[src/logic/dma_pkg.sv]
/*
 * Shared widths, types and sizing for the host-to-user streaming path.
 * Every RTL block pulls these in through a wildcard import.
 */
package dma_pkg;

    // ----------------------------------------
    // Sizing
    // ----------------------------------------
    localparam int NUM_STRM      = 4;
    localparam int MAX_REQ_BYTES = 128;
    localparam int BEAT_BYTES    = 8;
    localparam int MAX_REQ_BEATS = MAX_REQ_BYTES / BEAT_BYTES;
    localparam int FIFO_DEPTH    = 32;
    localparam int FIFO_AW       = $clog2(FIFO_DEPTH);
    localparam int REG_STRIDE    = 4;

    // ----------------------------------------
    // Data types
    // ----------------------------------------
    typedef logic [31:0] addr_t;
    typedef logic [31:0] len_t;
    typedef logic [11:0] req_len_t;
    typedef logic [7:0]  tag_t;
    typedef logic [63:0] qword_t;
    typedef logic [9:0]  reg_addr_t;
    typedef logic [31:0] reg_data_t;
    typedef logic [1:0]  reg_off_t;
    typedef logic [$clog2(NUM_STRM)-1:0] chan_idx_t;

    // Word offsets inside one channel's register block
    localparam reg_off_t REG_SRC_ADDR = 2'd0;
    localparam reg_off_t REG_LEN      = 2'd1;
    localparam reg_off_t REG_CTRL     = 2'd2;
    localparam reg_off_t REG_STATUS   = 2'd3;

    typedef enum logic [1:0] {
        IDLE,
        REQUEST,
        RECEIVE,
        DRAIN
    } chan_state_t;

endpackage

[src/logic/dma_req_if.sv]
`timescale 1ns/1ps
/*
 * Read request from one stream channel towards the request arbiter.
 * The channel holds req and its fields until the one-cycle ack.
 */
interface dma_req_if import dma_pkg::*; ();

    logic     req;
    addr_t    addr;
    req_len_t len;
    tag_t     tag;
    logic     ack;

    modport source (
        output req,
        output addr,
        output len,
        output tag,
        input  ack
    );

    modport sink (
        input  req,
        input  addr,
        input  len,
        input  tag,
        output ack
    );

endinterface

[src/logic/chan_ctrl_if.sv]
`timescale 1ns/1ps
/*
 * Control and status between the register block and one stream channel.
 */
interface chan_ctrl_if import dma_pkg::*; ();

    logic  start;
    addr_t src_addr;
    len_t  length;
    logic  busy;
    logic  done;

    modport ctrl (
        output start,
        output src_addr,
        output length,
        input  busy,
        input  done
    );

    modport chan (
        input  start,
        input  src_addr,
        input  length,
        output busy,
        output done
    );

endinterface

[src/logic/stream_channel.sv]
`timescale 1ns/1ps
/*
 * One host-to-user stream channel. A start splits the transfer into
 * read requests of up to MAX_REQ_BYTES, completions tagged CHAN_ID fill
 * a local buffer, and the buffer drains over a valid/ready stream.
 */
module stream_channel import dma_pkg::*; #(
    parameter int CHAN_ID = 0
) (
    input  logic      clk_i,
    input  logic      reset_i,
    chan_ctrl_if.chan ctrl,
    dma_req_if.source req,
    input  logic      cpld_valid_i,
    input  tag_t      cpld_tag_i,
    input  qword_t    cpld_data_i,
    output logic      str_valid_o,
    input  logic      str_ready_i,
    output qword_t    str_data_o
);

    chan_state_t        state_q;
    addr_t              cur_addr_q;
    len_t               remain_q;
    req_len_t           rx_left_q;
    req_len_t           req_len;
    logic               busy_q;
    logic               done_q;
    logic               len_ok;
    logic               room;
    logic               req_valid;
    logic               accept;
    logic               push;
    logic               pop;

    qword_t             buf_mem [FIFO_DEPTH];
    logic [FIFO_AW-1:0] wr_ptr_q;
    logic [FIFO_AW-1:0] rd_ptr_q;
    logic [FIFO_AW:0]   count_q;

    // Full-size request or the tail of the transfer
    assign req_len = (remain_q >= len_t'(MAX_REQ_BYTES)) ? req_len_t'(MAX_REQ_BYTES)
                                                         : req_len_t'(remain_q);
    assign len_ok  = (ctrl.length != '0) && ((ctrl.length % len_t'(BEAT_BYTES)) == '0);
    assign room    = (int'(count_q) + MAX_REQ_BEATS) <= FIFO_DEPTH;

    assign req_valid = (state_q == REQUEST) && room;
    assign accept    = req_valid && req.ack;
    assign push      = cpld_valid_i && (cpld_tag_i == tag_t'(CHAN_ID)) && (state_q == RECEIVE);
    assign pop       = str_valid_o && str_ready_i;

    assign req.req  = req_valid;
    assign req.addr = cur_addr_q;
    assign req.len  = req_len;
    assign req.tag  = tag_t'(CHAN_ID);

    assign ctrl.busy = busy_q;
    assign ctrl.done = done_q;

    // ----------------------------------------
    // Channel FSM
    // ----------------------------------------
    always_ff @(posedge clk_i) begin
        if (reset_i)
        begin
            state_q <= IDLE;
            busy_q  <= 1'b0;
            done_q  <= 1'b0;
        end
        else
        begin
            case (state_q)
                IDLE:
                    if (ctrl.start && len_ok)
                    begin
                        state_q <= REQUEST;
                        busy_q  <= 1'b1;
                        done_q  <= 1'b0;
                    end
                REQUEST:
                    if (accept)
                        state_q <= RECEIVE;
                RECEIVE:
                    if (push && rx_left_q == req_len_t'(BEAT_BYTES))
                        state_q <= (remain_q == '0) ? DRAIN : REQUEST;
                DRAIN:
                    if (count_q == '0)
                    begin
                        state_q <= IDLE;
                        busy_q  <= 1'b0;
                        done_q  <= 1'b1;
                    end
                default:
                    state_q <= IDLE;
            endcase
        end
    end

    // Address and byte counters
    always_ff @(posedge clk_i) begin
        if (state_q == IDLE && ctrl.start)
        begin
            cur_addr_q <= ctrl.src_addr;
            remain_q   <= ctrl.length;
        end
        if (accept)
        begin
            cur_addr_q <= cur_addr_q + addr_t'(req_len);
            remain_q   <= remain_q - len_t'(req_len);
            rx_left_q  <= req_len;
        end
        else if (push)
            rx_left_q <= rx_left_q - req_len_t'(BEAT_BYTES);
    end

    // ----------------------------------------
    // Beat buffer
    // ----------------------------------------
    always_ff @(posedge clk_i) begin
        if (push)
            buf_mem[wr_ptr_q] <= cpld_data_i;
    end

    always_ff @(posedge clk_i) begin
        if (reset_i)
        begin
            wr_ptr_q <= '0;
            rd_ptr_q <= '0;
            count_q  <= '0;
        end
        else
        begin
            if (push)
                wr_ptr_q <= wr_ptr_q + 1'b1;
            if (pop)
                rd_ptr_q <= rd_ptr_q + 1'b1;
            case ({push, pop})
                2'b10:   count_q <= count_q + 1'b1;
                2'b01:   count_q <= count_q - 1'b1;
                default: count_q <= count_q;
            endcase
        end
    end

    assign str_valid_o = (count_q != '0);
    assign str_data_o  = buf_mem[rd_ptr_q];

    a_len_ok: assert property (@(posedge clk_i) disable iff (reset_i)
        ctrl.start |-> len_ok);

    a_no_overflow: assert property (@(posedge clk_i) disable iff (reset_i)
        push |-> (int'(count_q) < FIFO_DEPTH));

    a_req_stable: assert property (@(posedge clk_i) disable iff (reset_i)
        (req_valid && !req.ack) |=>
            (req_valid && $stable(req.addr) && $stable(req.len) && $stable(req.tag)));

endmodule

[src/flat_wrapper.sv]
// flat-port wrapper written by rule: the top's interface ports become plain ports
module stream_channel_flat import dma_pkg::*;
#(
    parameter int CHAN_ID = 0
)
  (clk_i, reset_i, cpld_valid_i, cpld_tag_i, cpld_data_i, str_valid_o, str_ready_i, str_data_o, ctrl_start, ctrl_src_addr, ctrl_length, ctrl_busy, ctrl_done, req_req, req_addr, req_len, req_tag, req_ack);
  chan_ctrl_if ctrl_i ();
  dma_req_if req_i ();
  input  logic clk_i;
  input  logic reset_i;
  input  logic cpld_valid_i;
  input  tag_t cpld_tag_i;
  input  qword_t cpld_data_i;
  output logic str_valid_o;
  input  logic str_ready_i;
  output qword_t str_data_o;
  input wire logic [$bits(ctrl_i.start)-1:0] ctrl_start;
  input wire logic [$bits(ctrl_i.src_addr)-1:0] ctrl_src_addr;
  input wire logic [$bits(ctrl_i.length)-1:0] ctrl_length;
  output wire logic [$bits(ctrl_i.busy)-1:0] ctrl_busy;
  output wire logic [$bits(ctrl_i.done)-1:0] ctrl_done;
  output wire logic [$bits(req_i.req)-1:0] req_req;
  output wire logic [$bits(req_i.addr)-1:0] req_addr;
  output wire logic [$bits(req_i.len)-1:0] req_len;
  output wire logic [$bits(req_i.tag)-1:0] req_tag;
  input wire logic [$bits(req_i.ack)-1:0] req_ack;
  assign ctrl_i.start = ctrl_start;
  assign ctrl_i.src_addr = ctrl_src_addr;
  assign ctrl_i.length = ctrl_length;
  assign ctrl_busy = ctrl_i.busy;
  assign ctrl_done = ctrl_i.done;
  assign req_req = req_i.req;
  assign req_addr = req_i.addr;
  assign req_len = req_i.len;
  assign req_tag = req_i.tag;
  assign req_i.ack = req_ack;
  stream_channel #(.CHAN_ID(CHAN_ID)) u_core (.clk_i(clk_i), .reset_i(reset_i), .ctrl(ctrl_i), .req(req_i), .cpld_valid_i(cpld_valid_i), .cpld_tag_i(cpld_tag_i), .cpld_data_i(cpld_data_i), .str_valid_o(str_valid_o), .str_ready_i(str_ready_i), .str_data_o(str_data_o));
endmodule
[config.mk]
export PLATFORM = sky130hd
export DESIGN_NAME = stream_channel_flat
export DESIGN_NICKNAME = d
export VERILOG_FILES = /design/src/logic/dma_pkg.sv /design/src/logic/dma_req_if.sv /design/src/logic/chan_ctrl_if.sv /design/src/logic/stream_channel.sv /design/src/flat_wrapper.sv
export SDC_FILE = /design/constraint.sdc
export NUM_CORES = 2
export LEC_CHECK = 0
export BUFFER_PORTS_ARGS = -buffer_cell sky130_fd_sc_hd__buf_2
export CAP_MARGIN = 10
export CELL_PAD_IN_SITES_DETAIL_PLACEMENT = 0
export CELL_PAD_IN_SITES_GLOBAL_PLACEMENT = 1
export CORE_MARGIN = 5
export CORE_UTILIZATION = 40
export CTS_CLUSTER_SIZE = 10
export DETAILED_ROUTE_END_ITERATION = 7
export GPL_ROUTABILITY_DRIVEN = 0
export GPL_TIMING_DRIVEN = 1
export PLACE_DENSITY_LB_ADDON = 0.1
export SKIP_LAST_GASP = 1
export SLEW_MARGIN = 20
export SYNTH_ARGS = -nofsm -noshare
export SYNTH_HDL_FRONTEND = slang
export SYNTH_SLANG_ARGS = --single-unit
[constraint.sdc]
create_clock -name clk_i -period 4.7 [get_ports clk_i]
set_input_delay 0 -clock clk_i [delete_from_list [all_inputs] [get_ports clk_i]]
set_output_delay 0 -clock clk_i [all_outputs]
set_load 0.02 [all_outputs]
; Yosys cells after proc, flatten, opt, wreduce, memory -nomap -nowiden
; Memory sizes are Yosys's and may differ from the RTL's. A register that Yosys moved wholly into a read port is not among the register bits.
; Index checks and enable logic that the tools add are counted.
[word_totals]
ramBits = 2048
in_bits = 142
memories = 1
ff_bits = 96
output_inout_bits = 120
[mem_list]
columns = name, depth, word_bits, rd, rd_clocked_by_memory_dff, write_ports, line
row1 = u_core.buf_mem, 32, 64, 1, 1, 1, stream_channel.sv:36  ; qword_t buf_mem [FIFO_DEPTH];
[op_classes]
order_cmp = 2
reduce_logical = 22
add_sub_neg = 8
eq_ne = 10
n_mux = 24
[ops]
columns = cell, n
row1 = $mux 32, 4
row2 = $logic_not 32->1, 2
row3 = $mux 12, 3
row4 = $add 32x12->32, 1
row5 = $ge 32x8->1 const B, 1
row6 = $le 32x7->1 const B, 1
row7 = $reduce_bool 32->1, 1
row8 = $sub 32x12->32, 1
row9 = $eq 12x4->1 const B, 1
row10 = $pmux 6 s2, 1
row11 = $sub 12x4->12 const B, 1
row12 = $add 5x1->5 const B, 2
row13 = $mux 2, 5
row14 = $mux 5, 2
row15 = $logic_and 1x1->1, 9
row16 = $logic_not 8->1, 1
row17 = $pmux 2 s4, 1
row18 = $reduce_bool 2->1, 4
row19 = $add 6x5->7 const B, 1
row20 = $add 6x1->6 const B, 1
row21 = $eq 2x2->1 const B, 3
row22 = $logic_not 6->1, 1
row23 = $mux 1, 6
row24 = $ne 2x1->1 const B, 3
row25 = other kinds (8), 10

; Depth between registers and ports, before layout
[logic_depth]
depth_word = 6
mapped_depth = 17
depth_no_buf = 14

; Least setup slack after synthesis
; Ideal clock, no wire load.
[synth_timing]
path_kind = register to register
from = reg u_core.remain_q[10]
to = reg u_core.cur_addr_q[12], in the netlist u_core.req.addr[12], data pin
n_path_buf = 4
arrival_ps = 4552
setup_time_ps = 267
required_ps = 4433
path_slack_ps = -119
period_less_slack_ps = 4819
stages_incl_launch_ff = 16
cell_sequence = edfxtp_1 > or4_1 > buf_2 > or4_4 > buf_6 > nor3_4 > clkbuf_1 > and2_1 > ha_1 > nor2b_1 > o31a_1 > o21a_1 > a221oi_1 > clkbuf_1 > xor2_1 > o21ai_0
[synth_via]
elab_chain_cells = 4
[synth_rtl]
columns = item, line
row1 = "start, declared", stream_channel.sv:24  ; len_t remain_q;
row2 = "start signal, assigned", stream_channel.sv:104  ; remain_q <= ctrl.length;
row3 = "start signal, assigned", stream_channel.sv:109  ; remain_q <= remain_q - len_t'(req_len);
row4 = $ge 32x8->1, stream_channel.sv:42  ; assign req_len = (remain_q >= len_t'(MAX_REQ_BYTES)) ? req_len_t'(MAX_REQ_BYTES)
row5 = $mux 12, stream_channel.sv:42
row6 = via req_len[2], flat_wrapper.sv:24  ; output wire logic [$bits(req_i.len)-1:0] req_len;
row7 = $add 32x12->32, stream_channel.sv:108  ; cur_addr_q <= cur_addr_q + addr_t'(req_len);
row8 = $mux 32, stream_channel.sv:106  ; if (accept)
row9 = "end signal, assigned", stream_channel.sv:103  ; cur_addr_q <= ctrl.src_addr;
row10 = "end signal, assigned", stream_channel.sv:108
row11 = "end, declared", stream_channel.sv:23  ; addr_t cur_addr_q;
; The timed path passes the listed nets, and every way through them passes these cells.
; A chain may end at the register's enable or synchronous reset.

; Worst setup path after layout
[layout_timing]
from = reg u_core.remain_q[10]
to = reg u_core.cur_addr_q[22], in the netlist u_core.req.addr[22], data pin
[layout_via]
elab_chain_cells = 4
[layout_rtl]
columns = item, line
row1 = $ge 32x8->1, stream_channel.sv:42
row2 = $mux 12 (*), stream_channel.sv:42
row3 = $add 32x12->32 (*), stream_channel.sv:108
row4 = $mux 32 (*), stream_channel.sv:106
; Mark *: on every way between the ends. The rest lies on a longest branch, timed or not.

==> flow_metrics.py <==
metrics = {
    "cells_and_area": {
        "fillers": 17330,
        "final_common_cell": "edfxtp_1",
        "final_util": 0.4703,
        "final_cells": 7154,
        "syn_to_final_growth_pct": 17.33,
        "final_cell_area_mm2": 0.09826,
        "final_nets": 4446,
        "drive_gt1_frac": 0.3181,
        "layout_common_cells": "edfxtp_1, mux4_2, buf_2, clkbuf_16, dlygate4sd3_1",
    },
    "grt": {
        "grt_pass1_vias": 42270,
        "grt-ovfl-total": 0,
        "grt_pass1_wl_mm": 312.0,
        "grtUsageTotal": 0.1995,
        "grt_max_degree": 85,
        "antenna_found_initial": 14,
    },
    "detailed_routing": {
        "drc": 0,
        "detail-route-antenna-nets": 0,
        "wl_per_cell_um": 30.37,
        "dr.pass1.iters": 5,
        "drtIter0Drc": 3366,
        "wl_mm": 217.3,
        "num_vias": 39910,
        "detail_route.vias_per_cell": 5.579,
    },
    "die": {
        "die_y_um": 467.6,
        "die_area_mm2": 0.2186,
        "coreArea_mm2": 0.2089,
        "ios": 262,
        "die_w_um": 467.6,
        "rows": 168,
        "start_util": 0.4008,
    },
    "clock_network": {
        "cts_setup_buffers": 0,
        "cts_buffer_depth": 3,
        "clk_pin_slew_ns": 0.06,
        "cts_root_buf": "clkbuf_16",
        "cts_tree": "done",
        "clock_latency_ns": 0.85,
        "cts-buffers-inserted": 240,
        "numClockSinks": 2149,
        "h-tree-depth": 4,
    },
    "power_and_ir_drop": {
        "p_leak_nw": 29.97,
        "ir_worst_vdd_mv": 0.3729,
        "powerDensity_mw_per_mm2": 404.1,
    },
    "run": {
        "drv_cap": 0,
    },
    "timing": {
        "fin_crit_sh": 0.9399,
        "clock_skew_ns": 0.02375,
        "max_freq_ghz": 0.2264,
        "tightest_slew_ns": 0.9622,
        "setup_ws_ns": 0.2827,
        "finalSetupViolCount": 0,
        "rsz0062_at_grt": "no",
        "fin_setup_tns_ns": 0,
        "min_period_ns": 4.417,
        "drv_slew": 0,
        "hold_viol": 0,
        "maxSlewHeadroom": 0.3526,
    },
    "worst_setup_path": {
        "cp_num_buf_inv": 2,
        "cp_top_family": "simple AND/OR/NAND/NOR gates",
        "path_cells": "or4_1, or4_4, nor3_4, buf_4, nand2_1, fa_1, nor2b_1, o31a_1, o21a_1, a221oi_2, buf_4, or4_1, a31oi_1",
        "cp.required_ns": 5.39,
        "worstPathMaxFanout": 19,
        "cp_data_arrival_time_ns": 5.11,
        "cpPeakStageDelay_ns": 0.57,
        "r2r_slack_ns": 0.28,
        "cp-start-kind": "flop",
        "end_kind": "flop",
        "critPathSlowestCell": "or4_1",
        "critical_path_class": "flop to flop",
    },
    "synth": {
        "synth-seq-cells": 2149,
        "async_flop_share": 0,
        "syn_inst": 3637,
        "yosys_warnings": 0,
        "seq_area_frac_synth": 0.7675,
        "netlist_area_mm2": 0.08375,
        "synth.distinct_cells": 64,
        "synth_edf_count": 2124,
        "synthFlopType": "edfxtp_1",
        "avgSynthCellArea_um2": 23.03,
    },
    "worst_hold_path": {
        "hold_path_class": "input pin to flop",
    },
    "status": {
        "status": "completed",
    },
    "placement": {
        "port-buffer-count": 249,
        "dp_hpwl_mm": 112.5,
        "placed_area_mm2": 0.08960,
        "dp_cells": 6624,
        "post-place-ws_ns": 0.2305,
    },
}
## worst register-to-register path, cell delays in order (launching register included)
cell      delay (ns)
edfxtp_1        0.42
or4_1           0.57
or4_4           0.57
nor3_4          0.23
buf_4           0.27
nand2_1         0.16
fa_1            0.48
nor2b_1         0.17
o31a_1          0.21
o21a_1          0.22
a221oi_2        0.07
buf_4           0.21
or4_1           0.52
a31oi_1         0.18
## what timing repair did
item,in CTS,in global routing
resized for setup,0,3
hold endpoints to repair,2157,0
setup endpoints to repair,0,9
hold buffers,212,0
## cells by family after synthesis
group	Yosys count	synth area share
flops	2149	0.7675
mux	708	0.1812
simple gates	328	0.01927
buf+inv	216	0.01035
compound gates	155	0.01173
xor+xnor	48	0.005020
fa+ha+maj	31	0.004811
other cells	2	0.00008967
## registers in the layout, indices dropped and copies added (netlist names), named ones only
register,cells
u_core.buf_mem,2048
u_core.req.addr,32
u_core.state_q,2
u_core.ctrl.busy,1
u_core.count_q,6
u_core.wr_ptr_q,5
u_core.rx_left_q,12
u_core.ctrl.done,1
u_core.rd_ptr_q,5
u_core.remain_q,32
## routing by layer
metal,wire length [um],vias up,share of wire,track usage
li1,-,16750,-,-
met1,96540,21810,0.44,0.2839
met2,106000,1058,0.49,0.3268
met3,10120,298,0.047,0.03159
met4,4559,4,0.021,0.04667
met5,27,-,0.00012,0
## through the flow
stage / power [mW] / hold WS (ns)
floorplan: 22.86 / 0.07276
global placement: 23.61 / 0.2840
detailed placement: 23.62 / 0.2868
CTS: 40.22 / 0.002145
global route: 41.21 / 0.08155
finish: 39.71 / 0.06647
## cell type report
type / instances / area (um2) / share of cell area
flip-flops and latches: 2149 / 64300 / 0.6544
multi-input cells: 1287 / 18930 / 0.1926
inverters: 19 / 73.82 / 0.0007513
diodes: 4 / 10.01 / 0.0001019
well taps: 2805 / 3510 / 0.03572
clock inverters: 24 / 242.7 / 0.002470
repair buffers: 576 / 4920 / 0.05007
clock buffers: 290 / 6277 / 0.06388
## Yosys cell counts (4+ instances only)
library cell	number	area (um2)
and4_1	4	35.03
nand2_1	98	367.9
mux2i_1	4	40.04
clkbuf_1	129	484.2
inv_1	18	67.56
edfxtp_1	2124	63780
or4_1	15	112.6
a211oi_1	6	45.04
xor2_1	18	157.7
nor3_1	12	60.06
o21ai_0	52	260.3
and2_1	12	75.07
a31oi_1	12	75.07
dfxtp_1	25	500.5
buf_4	12	90.09
nand3_1	18	90.09
o2111ai_1	5	43.79
or3_1	19	118.9
buf_1	54	202.7
mux2_2	64	720.7
and3_1	8	50.05
mux4_2	640	14410
o31ai_1	13	97.59
nand4_1	15	93.84
nor2_1	90	337.8
a21oi_1	28	140.1
nor4_1	15	93.84
ha_1	29	362.9
o21a_1	6	45.04
xnor2_1	30	262.8
nand3b_1	4	30.03
a21o_1	7	52.55
## final timing paths
path                       startpoint             endpoint  cells after the start
setup / recovery  u_core.remain_q[10]  u_core.req.addr[22]                     13
hold / removal      ctrl_src_addr[26]  u_core.req.addr[26]                      4
setup reg to reg  u_core.remain_q[10]  u_core.req.addr[22]                     13
hold reg to reg      u_core.ctrl.busy     u_core.ctrl.busy                      2
## where the power goes
group	switching (mW)	internal (mW)	total (mW)
Clock	7.05	9.26	16.3
Combinational	1.12	0.603	1.72
Sequential	0.259	21.4	21.7
Total	8.43	31.3	39.7
(Power assumes the default switching activity.)
